**config.mk**
```make
export PLATFORM = sky130hd
export DESIGN_NAME = rtWriteTop
export DESIGN_NICKNAME = d
export VERILOG_FILES = /design/src/rtl/rtWritePkg.sv /design/src/rtl/boardRegBank.sv /design/src/rtl/rtDacSequencer.sv /design/src/rtl/rtQuadletIngress.sv /design/src/rtl/rtWriteTop.sv
export VERILOG_INCLUDE_DIRS = /design/src /design/src/rtl
export SDC_FILE = /design/constraint.sdc
export NUM_CORES = 1
export LEC_CHECK = 0
export BUFFER_PORTS_ARGS = -buffer_cell sky130_fd_sc_hd__buf_4
export CAP_MARGIN = 10
export CELL_PAD_IN_SITES_DETAIL_PLACEMENT = 0
export CELL_PAD_IN_SITES_GLOBAL_PLACEMENT = 1
export CORE_UTILIZATION = 35
export DETAILED_ROUTE_END_ITERATION = 7
export GPL_TIMING_DRIVEN = 0
export PLACE_DENSITY_LB_ADDON = 0.1
export SLEW_MARGIN = 5
export SYNTH_ARGS = -nofsm -noshare
export SYNTH_HDL_FRONTEND = slang
export SYNTH_SLANG_ARGS = --single-unit
```
**constraint.sdc**
```tcl
create_clock -name clk -period 7.47 [get_ports clk]
set_input_delay 0.747 -clock clk [delete_from_list [all_inputs] [get_ports clk]]
set_output_delay 0.747 -clock clk [all_outputs]
set_load 0.01 [all_outputs]
```
**src/rtl/rtWrite_consts.svh**
```systemverilog
`ifndef RTWRITE_CONSTS_SVH
`define RTWRITE_CONSTS_SVH

// Channel count, only 4 or 8 supported
`define RTW_NUM_MOTORS    4
// Must cover RTW_NUM_MOTORS-1
`define RTW_CHAN_BITS     2
// Ingress FIFO depth and sender credits after reset
`define RTW_CREDITS       4
// Field positions in a DAC quadlet
`define RTW_VALID_BIT     31
`define RTW_AMPMASK_BIT   29
`define RTW_AMPEN_BIT     28
// Only the low bits of the power quadlet are kept
`define RTW_CTRL_BITS     20
// Low nibble of a channel DAC register, never 0 since address 0 is power control
`define RTW_OFF_DAC_CTRL  4'h1
// Length of every timed phase on the board bus
`define RTW_GAP_CYCLES    4

`endif
```
**src/rtl/rtWritePkg.sv**
```systemverilog
`include "rtWrite_consts.svh"

package rtWritePkg;

   // One quadlet on the credit link
   typedef struct packed {
      logic        last;
      logic [31:0] data;
   } rtQuad_t;

   // Quadlet tagged with its slot in the packet
   // Slot NUM_MOTORS carries the power-control quadlet
   typedef struct packed {
      logic [31:0]              data;
      logic [`RTW_CHAN_BITS:0]  slot;
      logic                     isCtrl;
   } rtSlotWrite_t;

   // Board bus write bundle
   // regAddr high nibble is the channel, low nibble the register offset
   typedef struct packed {
      logic        regWen;
      logic        blockWen;
      logic        blockStart;
      logic [7:0]  regAddr;
      logic [31:0] regData;
   } boardWrite_t;

   // Sequencer states
   typedef enum logic [2:0] {
      Idle,
      BlockStart,
      Write,
      WriteGap,
      BlockWen,
      QuadGap,
      Quad
   } rtSeqState_t;

endpackage

```
**src/rtl/boardRegBank.sv**
```systemverilog
`timescale 1ns/1ps
`include "rtWrite_consts.svh"

module boardRegBank (
   input  logic                        clk,
   input  logic                        rstN,
   input  rtWritePkg::boardWrite_t     boardWrite,
   output logic [15:0]                 dacSetpoint [`RTW_NUM_MOTORS],
   output logic [`RTW_NUM_MOTORS-1:0]  ampEnable,
   output logic [`RTW_CTRL_BITS-1:0]   powerCtrl,
   output logic                        commitDone,
   output logic                        powerWritten
);
   import rtWritePkg::*;

   localparam int NumMotors = `RTW_NUM_MOTORS;

   logic [31:0]               stagedQuad [NumMotors];
   logic [NumMotors-1:0]      stagedVal;
   logic [`RTW_CHAN_BITS-1:0] chanIdx;
   logic                      chanWrite;
   logic                      powerWrite;
   logic                      commit;
   logic                      committed;

   // Decode the bus cycle
   assign chanIdx    = boardWrite.regAddr[4 +: `RTW_CHAN_BITS];
   assign chanWrite  = boardWrite.regWen
                       && (boardWrite.regAddr[3:0] == `RTW_OFF_DAC_CTRL)
                       && (boardWrite.regAddr[7:4] < 4'(NumMotors));
   assign powerWrite = boardWrite.regWen && (boardWrite.regAddr == 8'h00);
   // blockWen alone ends a DAC block
   assign commit     = boardWrite.blockWen && !boardWrite.regWen;

   // Staged quadlets
   always_ff @(posedge clk) begin
      if (chanWrite)
         stagedQuad[chanIdx] <= boardWrite.regData;
   end

   always_ff @(posedge clk) begin
      if (!rstN) begin
         stagedVal    <= '0;
         committed    <= 1'b0;
         ampEnable    <= '0;
         powerCtrl    <= '0;
         commitDone   <= 1'b0;
         powerWritten <= 1'b0;
         for (int i = 0; i < NumMotors; i++) begin
            dacSetpoint[i] <= '0;
         end
      end else begin
         commitDone   <= commit;
         powerWritten <= powerWrite;
         if (boardWrite.blockStart) begin
            stagedVal <= '0;
            committed <= 1'b0;
         end else if (chanWrite) begin
            stagedVal[chanIdx] <= 1'b1;
         end
         if (commit) begin
            // Apply only the fields flagged in each staged quadlet
            for (int i = 0; i < NumMotors; i++) begin
               if (stagedVal[i] && stagedQuad[i][`RTW_VALID_BIT])
                  dacSetpoint[i] <= stagedQuad[i][15:0];
               if (stagedVal[i] && stagedQuad[i][`RTW_AMPMASK_BIT])
                  ampEnable[i] <= stagedQuad[i][`RTW_AMPEN_BIT];
            end
            stagedVal <= '0;
            committed <= 1'b1;
         end
         if (powerWrite)
            powerCtrl <= boardWrite.regData[`RTW_CTRL_BITS-1:0];
      end
   end

   // A new block must open with blockStart before more channel writes
   aNoStageAfterCommit: assert property (@(posedge clk) disable iff (!rstN)
      !(committed && chanWrite && !boardWrite.blockStart));

endmodule

```
**src/rtl/rtDacSequencer.sv**
```systemverilog
`timescale 1ns/1ps
`include "rtWrite_consts.svh"

module rtDacSequencer (
   input  logic                     clk,
   input  logic                     rstN,
   input  logic                     slotValid,
   input  rtWritePkg::rtSlotWrite_t slotWrite,
   output logic                     seqReady,
   output rtWritePkg::boardWrite_t  boardWrite
);
   import rtWritePkg::*;

   localparam int NumMotors = `RTW_NUM_MOTORS;
   localparam int GapCycles = `RTW_GAP_CYCLES;
   localparam int GapW      = (GapCycles > 1) ? $clog2(GapCycles) : 1;

   rtSeqState_t                state;
   logic [GapW-1:0]            gapCnt;
   logic                       gapDone;
   logic [`RTW_CHAN_BITS-1:0]  chan;
   logic [31:0]                dacMem [NumMotors];
   logic [`RTW_CTRL_BITS-1:0]  ctrlKeep;
   logic                       anyActive;
   logic                       take;

   // Only accept quadlets between sequences
   assign seqReady = (state == Idle);
   assign take     = slotValid && seqReady;
   assign gapDone  = (gapCnt == GapW'(GapCycles - 1));

   // Any channel with a setpoint or an amp-enable change pending
   always_comb begin
      anyActive = 1'b0;
      for (int i = 0; i < NumMotors; i++) begin
         anyActive = anyActive | dacMem[i][`RTW_VALID_BIT] | dacMem[i][`RTW_AMPMASK_BIT];
      end
   end

   always_ff @(posedge clk) begin
      if (!rstN) begin
         state      <= Idle;
         gapCnt     <= '0;
         chan       <= '0;
         ctrlKeep   <= '0;
         boardWrite <= '0;
         // Clear the pending flags of every channel
         for (int i = 0; i < NumMotors; i++) begin
            dacMem[i][`RTW_VALID_BIT]   <= 1'b0;
            dacMem[i][`RTW_AMPMASK_BIT] <= 1'b0;
         end
      end else begin
         // Phase timer runs outside Idle and wraps at the end of each phase
         gapCnt <= (state == Idle || gapDone) ? '0 : gapCnt + 1'b1;

         case (state)
            Idle: begin
               boardWrite.regWen     <= 1'b0;
               boardWrite.blockWen   <= 1'b0;
               boardWrite.blockStart <= 1'b0;
               if (take) begin
                  if (slotWrite.isCtrl) begin
                     // Keep only the safe low field of the power quadlet
                     ctrlKeep <= slotWrite.data[`RTW_CTRL_BITS-1:0];
                     if (anyActive) begin
                        boardWrite.blockStart <= 1'b1;
                        state                 <= BlockStart;
                     end else begin
                        // No DAC update pending so only the power quadlet goes out
                        state <= Quad;
                     end
                  end else begin
                     dacMem[slotWrite.slot[`RTW_CHAN_BITS-1:0]] <= slotWrite.data;
                  end
               end
            end

            BlockStart: begin
               // blockStart held for one full phase
               if (gapDone) begin
                  boardWrite.blockStart <= 1'b0;
                  chan                  <= '0;
                  state                 <= Write;
               end
            end

            Write: begin
               boardWrite.regWen  <= 1'b1;
               boardWrite.regAddr <= {4'(chan), `RTW_OFF_DAC_CTRL};
               boardWrite.regData <= dacMem[chan];
               state              <= WriteGap;
            end

            WriteGap: begin
               boardWrite.regWen <= 1'b0;
               // Drop the pending flags of the written channel
               dacMem[chan][`RTW_VALID_BIT]   <= 1'b0;
               dacMem[chan][`RTW_AMPMASK_BIT] <= 1'b0;
               if (gapDone) begin
                  if (chan == `RTW_CHAN_BITS'(NumMotors - 1)) begin
                     state <= BlockWen;
                  end else begin
                     chan  <= chan + 1'b1;
                     state <= Write;
                  end
               end
            end

            BlockWen: begin
               if (gapDone) begin
                  boardWrite.blockWen <= 1'b1;
                  // Power quadlet follows a block only when non-zero
                  state <= (ctrlKeep == '0) ? Idle : QuadGap;
               end
            end

            QuadGap: begin
               boardWrite.blockWen <= 1'b0;
               if (gapDone)
                  state <= Quad;
            end

            Quad: begin
               // regWen with blockWen at address 0 is the power write
               boardWrite.regAddr  <= 8'h00;
               boardWrite.regData  <= 32'(ctrlKeep);
               boardWrite.regWen   <= 1'b1;
               boardWrite.blockWen <= 1'b1;
               ctrlKeep            <= '0;
               state               <= Idle;
            end

            default: state <= Idle;
         endcase
      end
   end

   aNoRegWenInStart: assert property (@(posedge clk) disable iff (!rstN)
      !(boardWrite.regWen && boardWrite.blockStart));

   // Every stored channel write has gone out once the write phases are over
   aNoStoredAfterWrites: assert property (@(posedge clk) disable iff (!rstN)
      (state inside {BlockWen, QuadGap, Quad}) |-> !anyActive);

   aStateLegal: assert property (@(posedge clk) disable iff (!rstN)
      state inside {Idle, BlockStart, Write, WriteGap, BlockWen, QuadGap, Quad});

endmodule

```
**src/rtl/rtQuadletIngress.sv**
```systemverilog
`timescale 1ns/1ps
`include "rtWrite_consts.svh"

module rtQuadletIngress (
   input  logic                     clk,
   input  logic                     rstN,
   input  logic                     inValid,
   input  rtWritePkg::rtQuad_t      inQuad,
   output logic                     creditReturn,
   output logic                     slotValid,
   output rtWritePkg::rtSlotWrite_t slotWrite,
   input  logic                     seqReady
);
   import rtWritePkg::*;

   localparam int Depth = `RTW_CREDITS;
   localparam int PtrW  = (Depth > 1) ? $clog2(Depth) : 1;
   localparam int CntW  = $clog2(Depth + 1);

   rtSlotWrite_t            fifoMem [Depth];
   rtSlotWrite_t            pushEntry;
   logic [PtrW-1:0]         wrPtr;
   logic [PtrW-1:0]         rdPtr;
   logic [CntW-1:0]         fillCnt;
   logic [`RTW_CHAN_BITS:0] slotCnt;
   logic                    push;
   logic                    pop;
   logic                    full;

   // Sender only pushes with a credit in hand
   assign push = inValid;
   // Pop is the handshake with the sequencer
   assign pop  = slotValid && seqReady;
   assign full = (fillCnt == CntW'(Depth));

   assign slotValid = (fillCnt != '0);
   assign slotWrite = fifoMem[rdPtr];

   // Tag the quadlet with its position in the packet
   always_comb begin
      pushEntry.data   = inQuad.data;
      pushEntry.slot   = slotCnt;
      pushEntry.isCtrl = inQuad.last;
   end

   always_ff @(posedge clk) begin
      if (push)
         fifoMem[wrPtr] <= pushEntry;
   end

   always_ff @(posedge clk) begin
      if (!rstN) begin
         wrPtr        <= '0;
         rdPtr        <= '0;
         fillCnt      <= '0;
         slotCnt      <= '0;
         creditReturn <= 1'b0;
      end else begin
         // One credit back per popped quadlet
         creditReturn <= pop;
         if (push) begin
            wrPtr   <= (wrPtr == PtrW'(Depth - 1)) ? '0 : wrPtr + 1'b1;
            // Last flag closes the packet, numbering restarts
            slotCnt <= inQuad.last ? '0 : slotCnt + 1'b1;
         end
         if (pop)
            rdPtr <= (rdPtr == PtrW'(Depth - 1)) ? '0 : rdPtr + 1'b1;
         case ({push, pop})
            2'b10:   fillCnt <= fillCnt + 1'b1;
            2'b01:   fillCnt <= fillCnt - 1'b1;
            default: fillCnt <= fillCnt;
         endcase
      end
   end

   // Credit rule keeps the sender from overrunning the FIFO
   aPushNotFull: assert property (@(posedge clk) disable iff (!rstN)
      !(push && full));

   // Control quadlet comes right after the DAC quadlets
   aLastAtCtrlSlot: assert property (@(posedge clk) disable iff (!rstN)
      (push && inQuad.last) |-> (slotCnt == (`RTW_CHAN_BITS + 1)'(`RTW_NUM_MOTORS)));

endmodule

```
**src/rtl/rtWriteTop.sv**
```systemverilog
`timescale 1ns/1ps
`include "rtWrite_consts.svh"

module rtWriteTop (
   input  logic                        clk,
   input  logic                        rstN,
   input  logic                        inValid,
   input  rtWritePkg::rtQuad_t         inQuad,
   output logic                        creditReturn,
   output logic [15:0]                 dacSetpoint [`RTW_NUM_MOTORS],
   output logic [`RTW_NUM_MOTORS-1:0]  ampEnable,
   output logic [`RTW_CTRL_BITS-1:0]   powerCtrl,
   output logic                        commitDone,
   output logic                        powerWritten
);
   import rtWritePkg::*;

   rtSlotWrite_t slotWrite;
   logic         slotValid;
   logic         seqReady;
   boardWrite_t  boardWrite;

   // Credit link in, slot-numbered quadlets out
   rtQuadletIngress u_rtQuadletIngress (
      .clk          (clk),
      .rstN         (rstN),
      .inValid      (inValid),
      .inQuad       (inQuad),
      .creditReturn (creditReturn),
      .slotValid    (slotValid),
      .slotWrite    (slotWrite),
      .seqReady     (seqReady)
   );

   // Stores the block and plays out the board bus sequence
   rtDacSequencer u_rtDacSequencer (
      .clk        (clk),
      .rstN       (rstN),
      .slotValid  (slotValid),
      .slotWrite  (slotWrite),
      .seqReady   (seqReady),
      .boardWrite (boardWrite)
   );

   boardRegBank u_boardRegBank (
      .clk          (clk),
      .rstN         (rstN),
      .boardWrite   (boardWrite),
      .dacSetpoint  (dacSetpoint),
      .ampEnable    (ampEnable),
      .powerCtrl    (powerCtrl),
      .commitDone   (commitDone),
      .powerWritten (powerWritten)
   );

endmodule

```
==> summary.md, run 1 <==
| Metric | Value |
|---|---|
| FILL cells | 4,127 |
| Crit path launch type | flop |
| CP required | 7750 ps |
| Sequential share of the synthesized area | 72.10% |
| Max-Cap Viols | 0 |
| Setup crit end kind | flop |
| Hold WC Path Type | in2reg |
| Post-layout util | 43.20% |
| Clock net sink count | 436 |
| First-pass iteration count of the detailed router | 5 |
| Setup Viol. Count Final | 0 |
| Yosys reg bits | 436 |
| Syn Area/Cell | 14.38 um^2 |
| Post-place setup slack | 3904 ps |
| Count of input and output buffers | 117 |
| Die X | 214.3 um |
| 1st-iter DRT viols | 440 |
| First-pass GRT wire length | 57,050 um |
| Peak supply drop | 0.1921 mV |
| CORE AREA | 44,320 um^2 |
| Tcrit/Tclk final | 41.77% |
| Net count, final | 1,318 |
| Clk_skew | 18.19 ps |
| Critical path class | reg2reg |
| EDFF count, synth | 264 |
| Multi-input gate area | 4155 um^2 |
| Outcome | finished, final reports clean |
| Setup TNS | 0 ps |
| Hold_sp | inQuad[13] |
| Reg clk slew, reported paths | 60 ps |
| Worst hold endpoint | u_rtQuadletIngress.fifoMem[3][17] |
| Share of layout cells above drive strength 1 | 19.97% |
| Die area | 45,910 um^2 |
| CP max FO | 12 |
| Cts repair resizes | 0 |
| Slew margin rel. | 35.96% |
| CTS H-tree lvls | 2 |
| Reg2reg end | u_rtDacSequencer.dacMem[1][2] |
| Synth Warn # | 0 |
| Placed Cells | 1,815 |
| Pwr per Cell Area | 329.2 nW/um^2 |
| Max Slew Vio Count | 0 |
| Max Clk Rate | 0.3205 GHz |
| Largest net degree at the start of global routing | 27 |
| Antenna-violating nets left | 0 |
| Ys flop type | edfxtp_1 |
| Sequential Area | 11,370 um^2 |
| Drc violations | 0 |
| Root cell of the clock tree | clkbuf_16 |
| R2R depth | 5 |
| Fin crit period | 3120 ps |
| GPL Wtd Cong | 0.7388 |
| Global route overflow | 0 |
| Register-to-Register Setup Slack | 4350 ps |
| CTS tree | built |
| Number of antenna diodes | 0 |
| Number of global-route vias before repair | 9,184 |
| Overall Global Routing Usage | 16.39% |
| Post-Syn Area | 15,770 um^2 |
| Via count | 9,125 |
| Final number of hold-violating endpoints | 0 |
| Cell variety after synth | 53 |
| Worst-Skew Late Latency | 580 ps |
| Syn nets | 1,142 |
| Max clock buf depth | 3 |
| Initial core utilization | 35.58% |
| Placement row count | 77 |
| WL/cell | 19.50 um |
| Die H | 214.3 um |
| Post-Route M1 WL | 17,330 um |
| Leak | 6.633 nW |
| Cell count after synthesis | 1,097 |
| CTS Buf Count | 48 |
| Area grow syn2layout | 21.41% |
| CTS Hold Bufs | 0 |
| Post-route insts no fill | 1,904 |
| Top Metal Used | met4 |
| Initial antenna violation count | 0 |
| Detailed Place HPWL | 25,930 um |
| DR WL met3 | 1587 um |
| Met2 WL | 17,600 um |
| Total power | 6.303 mW |
| Total Wirelength | 37,140 um |
| Unrepaired setup endpoints after global routing | no |
| Synth async-reset ratio | 0% |
| PnR worst setup slack | 4350 ps |
| Avg Vias per Cell | 4.793 |
| Postcts setup bufs | 0 |
| Hold path depth | 1 |
| Number of top-level pins | 127 |
| Slew @ Worst Pin | 960.6 ps |
| CP Data Arrival Time | 3400 ps |
## worst max-delay path by stage
stage                                                 to  startpoint  slack [ps]  depth (start not counted)
after floorplan            u_rtDacSequencer.dacMem[3][0]        flop        4510                          4
after global placement     u_rtDacSequencer.dacMem[3][3]        rstN        3190                          5
after detailed placement   u_rtDacSequencer.dacMem[1][5]        rstN        3900                          6
after CTS                 u_rtDacSequencer.dacMem[1][16]        flop        4210                          5
after global routing      u_rtDacSequencer.dacMem[1][17]        flop        4140                          5
final                      u_rtDacSequencer.dacMem[1][2]        flop        4350                          5
## cells in the final DEF (no fill, tap or decap), types with 5 or more instances in the layout
cell type	Yosys	routed
edfxtp_1	264	264
nand2_1	182	182
dfxtp_1	172	172
buf_4	0	117
a21oi_1	99	99
clkbuf_1	57	71
nor2_1	50	50
clkbuf_16	0	49
mux4_2	46	46
a22o_1	28	28
mux2i_1	28	28
and2_1	29	25
a211oi_1	20	20
nand3_1	15	15
o21ai_0	9	9
nor4_1	8	8
ha_1	8	8
clkinv_2	0	7
clkinv_1	0	7
and3_1	6	6
buf_6	1	6
nor2b_1	5	5
o22ai_1	5	5
inv_1	5	5
bufinv_16	0	5
## routing by layer
layer	up-vias	global-route usage [%]
met5	-	0
met4	0	4.500
met3	46	3.319
met2	191	26.57
met1	4455	22.35
li1	4433	-
## layout make-up
| cell class | count | share of cell area (%) |
|---|---|---|
| Clock inverter | 22 | 1.235 |
| Multi-Input combinational cell | 590 | 21.70 |
| Timing Repair Buffer | 126 | 5.391 |
| Clock buffer | 67 | 6.966 |
| Tap cell | 592 | 3.869 |
| Inverter | 7 | 0.1372 |
| Buffer | 64 | 1.307 |
| Sequential cell | 436 | 59.39 |
## logic make-up after synthesis
| logic type | Yosys count | synth area share, % |
|---|---|---|
| and+or+nand+nor | 325 | 9.457 |
| AOI/OAI and AO/OA | 176 | 6.895 |
| adders and majority gates | 9 | 0.7617 |
| buffers and inverters | 71 | 1.753 |
| xor gates and xnor gates | 2 | 0.1111 |
| muxes | 78 | 8.918 |
| DFF | 436 | 72.10 |
## per-stage QoR
step	hold WS [ps]	cell area [um^2]
6_report	367.1	19150
5_1_grt	332.8	19150
4_1_cts	328.0	19150
3_5_place_dp	422.7	17580
3_3_place_gp	416.4	17390
2_1_floorplan	405.0	15770
## cells in the mapped netlist, drive strengths merged (6+ instances only)
| cell | n | area (um^2) |
|---|---|---|
| edfxtp | 264 | 7928 |
| nand2 | 182 | 683.2 |
| dfxtp | 172 | 3443 |
| a21oi | 99 | 495.5 |
| clkbuf | 57 | 214.0 |
| nor2 | 50 | 187.7 |
| mux4 | 49 | 1115 |
| and2 | 29 | 181.4 |
| a22o | 28 | 245.2 |
| mux2i | 28 | 280.3 |
| a211oi | 20 | 150.1 |
| nand3 | 15 | 75.07 |
| o21ai | 9 | 45.04 |
| ha | 8 | 100.1 |
| nor4 | 8 | 50.05 |
| buf | 7 | 36.28 |
| inv | 7 | 26.28 |
| nor3 | 7 | 51.30 |
| and3 | 6 | 37.54 |
## worst max-delay path: stages, from the launching register on
cell and delay (ps):
dfxtp_1 310, clkbuf_1 440, mux4_2 490, or4_4 630, nor3b_4 720, buf_16 220
## where the power goes
part | internal (mW) | total, mW | switching [mW] | leakage [nW]
clock network | 1.42 | 2.36 | 0.939 | 0.767
logic | 0.396 | 0.981 | 0.585 | 2.06
registers | 2.81 | 2.97 | 0.156 | 3.80
## flip-flops by register name, indices dropped and copies added, names as in the netlist, 2 cells and up, named ones only
name,flops
u_rtDacSequencer.boardWrite,29
u_rtDacSequencer.ctrlKeep,20
u_boardRegBank.powerCtrl,20
u_rtQuadletIngress.wrPtr,2
u_rtQuadletIngress.rdPtr,2
u_boardRegBank.ampEnable,4
u_rtDacSequencer.state,3
u_boardRegBank.stagedQuad,76
u_rtQuadletIngress.slotCnt,2
u_rtQuadletIngress.fillCnt,3
u_boardRegBank.dacSetpoint,64
u_rtDacSequencer.dacMem,92
u_rtDacSequencer.gapCnt,2
u_rtDacSequencer.chan,2
u_rtQuadletIngress.fifoMem,104
u_boardRegBank.stagedVal,4
Note: power is estimated with default switching activity, not from simulation.
==> inputs of run 2 (changes only) <==
--- a/config.mk
+++ b/config.mk
@@ -6,6 +6,7 @@
 export SDC_FILE = /design/constraint.sdc
 export NUM_CORES = 1
 export LEC_CHECK = 0
+export ABC_AREA = 1
 export BUFFER_PORTS_ARGS = -buffer_cell sky130_fd_sc_hd__buf_4
 export CAP_MARGIN = 10
 export CELL_PAD_IN_SITES_DETAIL_PLACEMENT = 0
==> constraint.sdc (replaced) <==
create_clock -name clk -period 2.7 [get_ports clk]
set_input_delay 0.27 -clock clk [delete_from_list [all_inputs] [get_ports clk]]
set_output_delay 0.27 -clock clk [all_outputs]
set_load 0.01 [all_outputs]
==> run 2 against run 1 <==
  * Wire length is 9.4% higher
  * Power grew to 2.9 times the previous value
  * Hold slack worse by 310 ps
  * Final area is 4.8% higher
  * Highest routed layer unchanged
  * Fmax is 27% higher
==> summary.md, run 2 <==
| Metric | Value |
|---|---|
| Largest register FFs | 104 |
| Hold_sp | inValid |
| Clk_skew | 25.74 ps |
| CP Data Arrival Time | 2730 ps |
| Synth area leaders | edfxtp_1, dfxtp_1, nor2_1 |
| Setup crit end kind | flop |
| Die area | 47,720 um^2 |
| Most frequent cells after synthesis | nor2_1, edfxtp_1, nand2_1 |
| Final number of hold-violating endpoints | 0 |
| Count of input and output buffers | 117 |
| Largest net degree at the start of global routing | 27 |
| Peak supply drop | 0.5171 mV |
| Outcome | finished, final reports clean |
| Initial antenna violation count | 0 |
| Cell variety after synth | 37 |
| Number of global-route vias before repair | 10,750 |
| Register-to-Register Setup Slack | 240 ps |
| Total Wirelength | 40,640 um |
| Net count, final | 1,800 |
| CP required | 2970 ps |
| Detailed Place HPWL | 29,190 um |
| Most frequent cell after synthesis | nor2_1 |
| Syn nets | 1,597 |
| Max clock buf depth | 3 |
| Share of layout cells above drive strength 1 | 15.62% |
| Setup Viol. Count Final | 0 |
| Global route overflow | 0 |
| WL/cell | 16.98 um |
| DP Area | 18,180 um^2 |
| Antenna-violating nets left | 0 |
| First-pass GRT wire length | 62,730 um |
| Max Clk Rate | 0.4060 GHz |
| Die X | 218.4 um |
| Slew margin rel. | 41.23% |
| Post-route design area | 20,070 um^2 |
| Clock net sink count | 436 |
| Hold WC Path Type | in2reg |
| Sequential share of the synthesized area | 69.35% |
| GPL Wtd Cong | 0.7731 |
| CTS H-tree lvls | 2 |
| CTS tree | built |
| Overall Global Routing Usage | 17.46% |
| Worst-Skew Late Latency | 580 ps |
| Max-Cap Viols | 0 |
| First-pass iteration count of the detailed router | 4 |
| CORE AREA | 45,770 um^2 |
| Initial core utilization | 35.82% |
| Syn Area/Cell | 10.57 um^2 |
| Placement row count | 78 |
| Cts repair resizes | 0 |
| Fin crit period | 2463 ps |
| Reg clk slew, reported paths | 60 ps |
| EDFF count, synth | 264 |
| CTS Buf Count | 49 |
| Leak | 7.660 nW |
| Critical path class | reg2reg |
| Total power | 17.99 mW |
| Post-Syn Area | 16,400 um^2 |
| Largest registers | u_rtQuadletIngress.fifoMem (104), u_rtDacSequencer.dacMem (92), u_boardRegBank.stagedQuad (76) |
| Die H | 218.4 um |
| Area grow syn2layout | 22.40% |
| Pwr per Cell Area | 896.6 nW/um^2 |
| Commonest non-fill, non-tap cell in the layout | nor2_1 |
| Yosys reg bits | 436 |
| Cell count after synthesis | 1,552 |
| Area leader, netlist | edfxtp_1 |
| CP max FO | 12 |
| Slew @ Worst Pin | 880.6 ps |
| Max Slew Vio Count | 0 |
| Synth top area share | 48.35% |
| Most frequent cells in the layout | nor2_1, edfxtp_1, nand2_1 |
| Crit path launch type | flop |
| Synth Warn # | 0 |
| Synth async-reset ratio | 0% |
| Unrepaired setup endpoints after global routing | no |
| Number of antenna diodes | 0 |
| Ys flop type | edfxtp_1 |
| Drc violations | 0 |
| Tcrit/Tclk final | 91.21% |
| 1st-iter DRT viols | 518 |
| Root cell of the clock tree | clkbuf_16 |
| Top reg by flops | u_rtQuadletIngress.fifoMem |
| Number of top-level pins | 127 |
| Avg Vias per Cell | 4.569 |
| Via count | 10,930 |
-- run 2: changes by cell type after synthesis, sizes merged, moves of 24 or more --
cell	before	now
nand3	15	76
a21oi	99	67
a22o	28	0
and2	29	1
mux2i	28	3
o21ai	9	168
clkbuf	57	33
nor2	50	338
mux4	49	0
nand2	182	260
buf	7	45
inv	7	76
-- run 2: critical path, stage by stage (launching register included) --
cell and delay [ps]:
dfxtp_1 300, buf_2 200, inv_2 190, nand3_1 100, nand2_1 250, nand3_4 210, nor3_4 690, buf_8 240
-- run 2: metrics by stage --
step / util, % / TNS, ps / instances / hold WS (ps) / worst slack (ps)
after floorplan: - / 0 / 1552 / 368.9 / 354.8
after detailed placement: 39.71 / 0 / 2276 / 419.9 / 192.9
after global placement: 39.42 / -79450 / 2269 / 407.6 / -760.9
final: 43.85 / 0 / 2393 / 54.67 / 237.2
after CTS: 43.63 / 0 / 2389 / 10.69 / 181.6
after global routing: 43.85 / 0 / 2393 / 53.03 / 66.65
-- run 2: logic make-up after synthesis --
group	share of synthesized area (%)
compound gates	8.203
xor+xnor	0.05342
fa+ha+maj	0.7326
buf+inv	4.136
flops	69.35
mux	0.1831
simple gates	17.34
-- run 2: final cells by class --
class                      count  area [um^2]
fill                        4404        25700
sequential                   436        11370
multi-input combinational    961         4399
clock buffer                  64         1335
timing repair buffer         152         1315
tap                          600        750.7
buffer                        78        387.9
inverter                      77        290.3
clock inverter                25        220.2
-- run 2: worst paths after layout --
path	end	depth (start not counted)
setup / recovery	u_rtDacSequencer.dacMem[2][14]	7
setup reg to reg	u_rtDacSequencer.dacMem[2][14]	7
hold reg to reg	u_rtDacSequencer.gapCnt[0]	1
hold / removal	u_rtQuadletIngress.slotCnt[0]	4
-- run 2: repair_timing --
item	CTS	global route
hold buffers	24	0
setup buffers	0	0
endpoints found under the hold margin	96	0
-- run 2: power breakdown --
part / internal, mW / switching (mW) / total (mW) / leakage, nW
Clock: 3.85 / 2.56 / 6.41 / 0.764
Combinational: 1.11 / 2.27 / 3.38 / 3.08
Sequential: 7.83 / 0.374 / 8.20 / 3.82
-- run 2: metal layers --
metal	GRT usage [%]	vias to the layer above	wire [um]
met4	5.641	0	810
met2	30.12	207	19760
met3	2.742	53	1590
met1	22.26	5015	18480
li1	-	5659	-
met5	0	-	0
